--- src/include/core_defs.svh ---
`ifndef CORE_DEFS_SVH
`define CORE_DEFS_SVH

// datapath and register file sizes
`define WORD_WIDTH 16
`define REG_COUNT 8
`define REG_IDX_WIDTH 3

// data memory size, in words
`define DMEM_DEPTH 256

// jal and jalr write their return address here
`define LINK_REG 7

`endif

--- src/source/isaPkg.sv ---
`include "core_defs.svh"

package isaPkg;

	// one data or address word
	typedef logic [`WORD_WIDTH-1:0] wordT;

	// register index, 8 registers
	typedef logic [`REG_IDX_WIDTH-1:0] regIdxT;

	// word index into data memory
	typedef logic [$clog2(`DMEM_DEPTH)-1:0] dmemAddrT;

	// where the writeback value comes from
	typedef enum logic [1:0] {
		WB_SRC_ALU  = 2'd0, // alu result
		WB_SRC_MEM  = 2'd1, // loaded data
		WB_SRC_LINK = 2'd2  // return address for a link
	} wbSrcT;

endpackage

--- src/source/pipePkg.sv ---
package pipePkg;

	// memory stage controls
	typedef struct packed {
		logic memRead;
		logic memWrite;
	} memCtrlT;

	// writeback controls
	// also looked at by the hazard unit outside
	typedef struct packed {
		logic          regWrite;
		isaPkg::wbSrcT  wbSrc;
		isaPkg::regIdxT writeReg;
		logic          halt;
	} wbCtrlT;

	// execute stage output, held in the EX/MEM latch
	typedef struct packed {
		memCtrlT       mem;
		wbCtrlT        wb;
		isaPkg::wordT  aluOut;    // result, or address for loads and stores
		isaPkg::wordT  storeData;
		isaPkg::wordT  nextPC;    // pc + 2, used by a link
	} exMemT;

	// memory stage output, held in the MEM/WB latch
	typedef struct packed {
		wbCtrlT       wb;
		isaPkg::wordT aluOut;
		isaPkg::wordT readData; // 0 unless a load
		isaPkg::wordT nextPC;
	} memWbT;

endpackage

--- src/source/exMemLatch.sv ---
`timescale 1ns/1ps

module exMemLatch (
	input  logic           clk,
	input  logic           rstN,
	input  logic           en,
	input  logic           flush,
	input  pipePkg::exMemT d,
	output pipePkg::exMemT q
);

	pipePkg::memCtrlT memQ;
	pipePkg::wbCtrlT  wbQ;
	isaPkg::wordT     aluOutQ;
	isaPkg::wordT     storeDataQ;
	isaPkg::wordT     nextPCQ;

	// control fields, a bubble has all of them at 0
	always_ff @(posedge clk) begin
		if (!rstN || flush) begin // flush wins over a stall
			memQ <= '0;
			wbQ  <= '0;
		end else if (en) begin
			memQ <= d.mem;
			wbQ  <= d.wb;
		end
	end

	// payload, only meaningful with its controls
	always_ff @(posedge clk) begin
		if (en) begin
			aluOutQ    <= d.aluOut;
			storeDataQ <= d.storeData;
			nextPCQ    <= d.nextPC;
		end
	end

	assign q = '{
		mem:       memQ,
		wb:        wbQ,
		aluOut:    aluOutQ,
		storeData: storeDataQ,
		nextPC:    nextPCQ
	};

endmodule

--- src/source/memStage.sv ---
`timescale 1ns/1ps

`include "core_defs.svh"

module memStage (
	input  logic           clk,
	input  pipePkg::exMemT ex,
	output pipePkg::memWbT out
);

	isaPkg::wordT     dmem [`DMEM_DEPTH]; // contents survive reset
	isaPkg::dmemAddrT addr;
	isaPkg::wordT     loadWord;

	// word addressed, upper address bits ignored
	assign addr = ex.aluOut[$bits(isaPkg::dmemAddrT)-1:0];

	// store lands at the end of the cycle
	always_ff @(posedge clk) begin
		if (ex.mem.memWrite) begin
			dmem[addr] <= ex.storeData;
		end
	end

	// asynchronous read
	always_comb begin
		if (ex.mem.memRead) begin
			loadWord = dmem[addr];
		end else begin
			loadWord = '0; // keeps readData quiet for non-loads
		end
	end

	// bundle for the MEM/WB latch
	always_comb begin
		out.wb       = ex.wb;
		out.aluOut   = ex.aluOut;
		out.readData = loadWord;
		out.nextPC   = ex.nextPC;
	end

endmodule

--- src/source/memWbLatch.sv ---
`timescale 1ns/1ps

module memWbLatch (
	input  logic           clk,
	input  logic           rstN,
	input  logic           en,
	input  logic           fetchStall,
	input  pipePkg::memWbT d,
	output pipePkg::memWbT q,
	output logic           fetchStallWb
);

	pipePkg::wbCtrlT wbQ;     // registered controls before the stall mask
	isaPkg::wordT    aluOutQ;
	isaPkg::wordT    readDataQ;
	isaPkg::wordT    nextPCQ;

	always_ff @(posedge clk) begin
		if (!rstN) begin
			wbQ <= '0;
		end else if (en) begin
			wbQ <= d.wb;
		end
	end

	always_ff @(posedge clk) begin
		if (en) begin
			aluOutQ   <= d.aluOut;
			readDataQ <= d.readData;
			nextPCQ   <= d.nextPC;
		end
	end

	// fetch stall flag is sampled every cycle, stall or not
	always_ff @(posedge clk) begin
		if (!rstN) begin
			fetchStallWb <= 1'b0;
		end else begin
			fetchStallWb <= fetchStall;
		end
	end

	// no register write, link or halt while the pipe is held
	always_comb begin
		q.wb.writeReg = wbQ.writeReg;
		q.wb.regWrite = en & wbQ.regWrite;
		q.wb.halt     = en & wbQ.halt;
		if (en) begin
			q.wb.wbSrc = wbQ.wbSrc;
		end else begin
			q.wb.wbSrc = isaPkg::WB_SRC_ALU;
		end
		q.aluOut   = aluOutQ;
		q.readData = readDataQ;
		q.nextPC   = nextPCQ;
	end

endmodule

--- src/source/regFileWb.sv ---
`timescale 1ns/1ps

`include "core_defs.svh"

module regFileWb (
	input  logic           clk,
	input  logic           rstN,
	input  pipePkg::memWbT wb,
	input  isaPkg::regIdxT rdAddrA,
	input  isaPkg::regIdxT rdAddrB,
	output isaPkg::wordT   rdDataA,
	output isaPkg::wordT   rdDataB
);

	isaPkg::wordT regs [`REG_COUNT];
	isaPkg::wordT wrData;
	logic         wrEn;

	assign wrEn = wb.wb.regWrite;

	// writeback mux
	always_comb begin
		case (wb.wb.wbSrc)
			isaPkg::WB_SRC_MEM:  wrData = wb.readData;
			isaPkg::WB_SRC_LINK: wrData = wb.nextPC; // jal, jalr
			default:             wrData = wb.aluOut;
		endcase
	end

	always_ff @(posedge clk) begin
		if (!rstN) begin
			for (int i = 0; i < `REG_COUNT; i++) begin
				regs[i] <= '0;
			end
		end else if (wrEn) begin
			regs[wb.wb.writeReg] <= wrData;
		end
	end

	// read ports see a write in the same cycle
	always_comb begin
		if (wrEn && (rdAddrA == wb.wb.writeReg)) begin
			rdDataA = wrData;
		end else begin
			rdDataA = regs[rdAddrA];
		end
	end

	always_comb begin
		if (wrEn && (rdAddrB == wb.wb.writeReg)) begin
			rdDataB = wrData;
		end else begin
			rdDataB = regs[rdAddrB];
		end
	end

endmodule

--- src/source/memBackEnd.sv ---
`timescale 1ns/1ps

module memBackEnd (
	input  logic            clk,
	input  logic            rstN,
	input  logic            en,         // pipeline enable, low stalls
	input  logic            flush,
	input  pipePkg::exMemT  exIn,
	input  logic            fetchStall,
	input  isaPkg::regIdxT  rdAddrA,
	input  isaPkg::regIdxT  rdAddrB,
	output isaPkg::wordT    rdDataA,
	output isaPkg::wordT    rdDataB,
	output pipePkg::wbCtrlT wbInfo,     // to the hazard unit
	output logic            halted,
	output logic            fetchStallWb
);

	pipePkg::exMemT exMemQ;
	pipePkg::memWbT memWbD;
	pipePkg::memWbT memWbQ;

	exMemLatch exMemLatch_i (
		.clk   (clk),
		.rstN  (rstN),
		.en    (en),
		.flush (flush),
		.d     (exIn),
		.q     (exMemQ)
	);

	// data memory access
	memStage memStage_i (
		.clk (clk),
		.ex  (exMemQ),
		.out (memWbD)
	);

	memWbLatch memWbLatch_i (
		.clk          (clk),
		.rstN         (rstN),
		.en           (en),
		.fetchStall   (fetchStall),
		.d            (memWbD),
		.q            (memWbQ),
		.fetchStallWb (fetchStallWb)
	);

	// writeback and register reads
	regFileWb regFileWb_i (
		.clk     (clk),
		.rstN    (rstN),
		.wb      (memWbQ),
		.rdAddrA (rdAddrA),
		.rdAddrB (rdAddrB),
		.rdDataA (rdDataA),
		.rdDataB (rdDataB)
	);

	assign wbInfo = memWbQ.wb;
	assign halted = memWbQ.wb.halt; // already masked by en

endmodule

--- config.mk ---
export PLATFORM = sky130hd
export DESIGN_NAME = memBackEnd
export DESIGN_NICKNAME = d
export VERILOG_FILES = /design/src/source/isaPkg.sv /design/src/source/pipePkg.sv /design/src/source/exMemLatch.sv /design/src/source/memStage.sv /design/src/source/memWbLatch.sv /design/src/source/regFileWb.sv /design/src/source/memBackEnd.sv
export VERILOG_INCLUDE_DIRS = /design/src /design/src/include
export SDC_FILE = /design/constraint.sdc
export NUM_CORES = 2
export LEC_CHECK = 0
export ABC_AREA = 0
export BUFFER_PORTS_ARGS = -buffer_cell sky130_fd_sc_hd__buf_4
export CORE_MARGIN = 4
export CORE_UTILIZATION = 50
export CTS_CLUSTER_SIZE = 10
export DETAILED_ROUTE_END_ITERATION = 16
export GPL_TIMING_DRIVEN = 0
export MAX_ROUTING_LAYER = met4
export PLACE_DENSITY = 0.65
export SYNTH_ARGS = -nofsm -noshare
export SYNTH_HDL_FRONTEND = slang
export SYNTH_MEMORY_MAX_BITS = 65536
export SYNTH_SLANG_ARGS = --single-unit
--- constraint.sdc ---
create_clock -name clk -period 9.3 [get_ports clk]
set_input_delay 1.395 -clock clk [delete_from_list [all_inputs] [get_ports clk]]
set_output_delay 1.395 -clock clk [all_outputs]
set_load 0.01 [all_outputs]
# Word level (Yosys, flattened, before mapping)

Memories as Yosys holds them, arrays and structs flattened. A register that Yosys moved wholly into a read port is not among the register bits.
Cells that the tools add are included.

Register bits: 97
RAM bits: 4224
Input port bits: 68
Output and inout port bits: 41
Word-level logic and storage cells: 43
Memories: 2

Equal/unequal tests: 4
Multiplexer cells: 13
Bitwise operators: 2
Reductions and logical operators: 6

Memories:

| memory           | depth | width | rd ports | clocked after Yosys merged registers in | wr ports | line            | source |
|---|---|---|---|---|---|---|---|
| memStage_i.dmem  | 256   | 16    | 1        | 1                                       | 1        | memStage.sv:11  | `` isaPkg::wordT dmem [`DMEM_DEPTH]; `` |
| regFileWb_i.regs | 8     | 16    | 2        | 0                                       | 8        | regFileWb.sv:15 | `` isaPkg::wordT regs [`REG_COUNT]; `` |

Operators with widths:

| operator                                                        | count |
|---|---|
| 16-bit two-way mux                                              | 3 |
| 16-bit one-hot mux with 2 select lines                          | 1 |
| 16-bit OR reduction                                             | 1 |
| 1-bit two-way mux                                               | 7 |
| 3-bit == test                                                   | 2 |
| 3-bit two-way mux                                               | 1 |
| 1-bit bitwise AND                                               | 2 |
| 2-bit by 1-bit == test with 1-bit output, second input constant | 1 |
| 2-bit == test, second input constant                            | 1 |
| 1-bit logical AND                                               | 2 |
| 1-bit logical NOT                                               | 2 |
| 2-bit two-way mux                                               | 1 |
| 1-bit logical OR                                                | 1 |

# Logic depth before layout (Yosys ltp)

Depth after elaboration: 6
Mapped depth: 12
Gate-level depth less buffers: 7

# Hierarchy

A second synthesis with hierarchy kept.

Cell total of the unflattened synthesis: 8309
Area, all modules: 168059.9 sq um

By module, submodules not included:

| module     | times used | cells each | area an instance (sq um) | seq. area each (sq um) |
|---|---|---|---|---|
| memStage   | 1          | 7659       | 157129.4                 | 122998.0 |
| regFileWb  | 1          | 492        | 7369.6                   | 3843.7 |
| memWbLatch | 1          | 79         | 1785.5                   | 1601.5 |
| exMemLatch | 1          | 78         | 1767.9                   | 1621.6 |
| memBackEnd | 1          | 1          | 7.5                      | 0.0 |

# Worst setup path before layout

OpenSTA, ideal clock, no wires.

Path kind: in2out
From: input port en
To: output port rdDataB[10]
Data arrival time: 3.887 ns
Data required time: 7.905 ns
Setup slack: 4.018 ns
Cell stages on the path: 11
Buffers on the path: 4
Cell sequence: clkbuf_1 > buf_1 > and2_1 > inv_1 > ha_1 > clkbuf_1 > clkbuf_1 > a22oi_1 > nor2_1 > a21oi_1 > a21oi_1

RTL lines:

| what               | line             | source |
|---|---|---|
| start: declaration | memBackEnd.sv:6  | `input logic en,` |
| end: declaration   | memBackEnd.sv:13 | `output isaPkg::wordT rdDataB,` |

==> impl_results.md <==
- Nets@finish: about 9.4k
- CTS-repair resized insts: 0
- Post-CTS setup buffer count: 0
- Clock Skew: about 0.074 ns
- Worst path most repeated cell: clkbuf_1
- Clock buffer depth: 4
- Routability cong.: approximately 1
- Gr usage total: 30.1%
- Total leakage power: 63.9 nW
- CP max-delay cell: a21oi_1
- Reg2reg end: memWbLatch_i.readDataQ[3]
- Initial core utilization: 50.3%
- Final Max Tran Viols: 9
- Clk pin slew, worst setup/hold paths: approximately 0.060 ns
- Die area: 345000 sq um
- Worst Path Required: 7.91 ns
- #FFs+latches synth: approximately 4.3k
- Hold_buf cts: 0
- Worst Setup EP: rdDataA[13]
- Drt pass-1 iters: 8
- Per-cell routed wire length: between 30 and 40 um
- Area grow syn2layout: 16.7%
- Setup violators final: 0
- TritonCTS Buffers: 478
- Fin crit period: just under 8 ns
- Initial antenna violation count: 35
- Total grt overflow: 0
- Fill count: ~24k
- Setup tns final: 0 ns
- Cell area power density: ~210 nW/um^2
- R2r setup slk: roughly 2.0 ns
- Post-Syn Instances: roughly 8.3k
- Critical path origin: en
- Core area: between 300000 and 400000 sq um
- Buffers on Ports: ~100
- Worst hold slack: between 0.4 and 0.5 ns
- Outcome: finished with violations
- Die Width: slightly below 600 um
- Clk_lat worst skew: between 0.9 and 1 ns
- FFs w/ async S/R, synth: 0%
- Post-synth EDFFs: approximately 4.3k
- Worst Tran Pin Value: 1.59 ns
- Post-Syn Area: 168000 sq um
- Layout cells sized above 1: 23.6%
- Internal cell power: approximately 32 mW
- Crit Path Class: input pin to output port
- Crit path cell chain: buf_4 > clkbuf_1 > buf_1 > and2_1 > inv_1 > ha_1 > clkbuf_1 > clkbuf_1 > a22oi_1 > nor2_1 > a21oi_1 > a21oi_1 > buf_4
- CTS tree: built
- Largest net degree at the start of global routing: between 90 and 100
- Kind of end point of the critical path: output port
- H-Tree Depth: 5
- Violated checks: capacitance limit, slew limit
- Highest clock rate: about 130 MHz
- HP Class: register to register
- Vias in the first global route: about 89k
- Synth top area cells: edfxtp_1 (77%), mux4_2 (8.8%), mux2i_1 (5.6%), a22oi_1 (1.4%), nor2_1 (0.97%)
- Top-area cell type share of the netlist area: 77.3%
- Sw Ratio: 22.7%
- Commonest cells in the netlist: edfxtp_1 (4320), mux2i_1 (932), mux4_2 (653), nor2_1 (433), a22oi_1 (305)
- Unrepaired setup endpoints after global routing: no
- Seq pwr share: a little over half
- Num rows: 212
- Max_slew headroom: -6.82%
- Root Driver: clkbuf_16
- Synthesis Warnings: 0
- Fin crit share: a little over four fifths
- CP startpoint kind: input pin
- Post-DRT Antenna Nets: 0
- Routed Wire Length: approximately 510000 um
- Combinational share of power: under 10%
- Clock network power share: between 30% and 40%
- R2r worst-path depth: 9
- Worst r2r src: exMemLatch_i.aluOutQ[3]
- Iter 0 DRT Violations: between 10k and 15k
- DRC errors left: 0
- Critical path fanouts, max: slightly below 100
- Arrival time worst endpoint: roughly 6.4 ns
- Mean post-synth cell area: a little over 20 sq um
- Most frequent cell after synthesis: edfxtp_1
- CTS sink count: roughly 4.3k
- Ports: around 110
- Max_cap viols: 6
- DIE HEIGHT: roughly 600 um
- Max VDD drop: 0.173 mV
- Cell variety after synth: 52
- Synth Net Count: 8399
- Worst path max stage delay: between 1 and 1.5 ns
- Final-report hold violation count: 0
- DP HPWL: between 300000 and 400000 um
- Primary FF master, synth: edfxtp_1
- Via Count: 90.8k
- Vias per inst: around 6.6
- Sw Pwr: roughly 9.4 mW
- First-pass GRT wire length: approximately 710000 um
- Post-synthesis sequential area ratio: between 70% and 80%
- Most area-hungry cell type in the Yosys netlist: edfxtp_1
[sequential cells by signal (all words and copies together) (netlist names)]
name,count
exMemLatch_i.storeDataQ,16
memWbLatch_i.q,3
memStage_i.dmem,4096
memWbLatch_i.nextPCQ,16
memWbLatch_i.readDataQ,16
exMemLatch_i.q,9
regFileWb_i.regs,128
exMemLatch_i.aluOutQ,16
exMemLatch_i.nextPCQ,16
memWbLatch_i.fetchStallWb,1
memWbLatch_i.wbQ,4
memWbLatch_i.aluOutQ,16
[per-stage QoR]
stage	cells	setup slack, ns	total power, mW	utilization, %	area, sq um
after floorplan	8329	4.02	23.8	-	168000
after global placement	12800	0.0148	25.3	52.1	174000
after detailed placement	13200	1.56	25.5	54.8	183000
after CTS	13800	1.56	41.6	58.6	196000
after global routing	13800	1.21	42.6	58.6	196000
final	13800	1.55	41.6	58.6	196000
[worst min-delay path by stage]
stage | startpoint | endpoint | slack (ns) | cells past startpoint
5_1_grt | exMemLatch_i.nextPCQ[6] | memWbLatch_i.nextPCQ[6] | 0.42 | 0
6_report | exMemLatch_i.aluOutQ[12] | memWbLatch_i.aluOutQ[12] | 0.41 | 0
2_1_floorplan | exMemLatch_i.aluOutQ[10] | memWbLatch_i.aluOutQ[10] | 0.40 | 0
3_3_place_gp | exMemLatch_i.nextPCQ[1] | memWbLatch_i.nextPCQ[1] | 0.40 | 0
3_5_place_dp | exMemLatch_i.aluOutQ[11] | memWbLatch_i.aluOutQ[11] | 0.41 | 0
4_1_cts | exMemLatch_i.aluOutQ[12] | memWbLatch_i.aluOutQ[12] | 0.41 | 0
[per-layer routing]
metal	global-route usage, %	routed length [um]	up-vias
met5	-	0	-
met4	13.4	28000	0
met3	7.50	60400	1037
met2	43.7	230000	5758
met1	40.8	194000	47800
li1	-	-	36300
[cell families after synthesis]
| logic type | share of synthesized area, % |
|---|---|
| flops | 77.5 |
| mux | 14.3 |
| compound gates | 4.04 |
| simple gates | 2.56 |
| buf+inv | 1.53 |
| xor+xnor | 0.0313 |
| fa+ha+maj | 0.0149 |
[final cells by class]
| cell class | count | area (sq um) | area share [%] |
|---|---|---|---|
| Inverter | 23 | 86.3 | 0.0441 |
| Multi-Input combinational cell | 3456 | 36100 | 18.4 |
| Clock buffer | 529 | 12300 | 6.28 |
| Buffer | 513 | 2510 | 1.28 |
| Clock inverter | 35 | 457 | 0.233 |
| Sequential cell | 4337 | 130000 | 66.4 |
| Tap cell | 4387 | 5490 | 2.80 |
| Antenna cell | 18 | 45.0 | 0.0230 |
| Timing Repair Buffer | 485 | 8750 | 4.47 |
[layout by cell type (no fill, tap or decap), types with 188 or more instances in the layout]
cell          n
mux4_2      653
nor2_2      233
buf_16      188
clkbuf_1    251
edfxtp_1   4320
buf_2       189
o22ai_1     194
nor2_1      194
mux2i_1     932
clkbuf_16   485
a22oi_1     305
[worst max-delay path: cells and delay by family]
family                     cells  cell delay, ns
buffers and inverters          7            2.77
AOI/OAI and AO/OA              3            1.55
and+or+nand+nor                2            0.36
adders and majority gates      1            0.18
[power groups by stage]
stage                     Sequential (mW)  Clock, mW  Combinational [mW]
final                                21.8       16.4                3.43
after global routing                 21.8       17.3                3.50
after CTS                            21.8       16.5                3.36
after detailed placement             22.2          0                3.36
after global placement               22.9          0                2.47
after floorplan                      22.4          0                1.39
(Power assumes the default switching activity.)
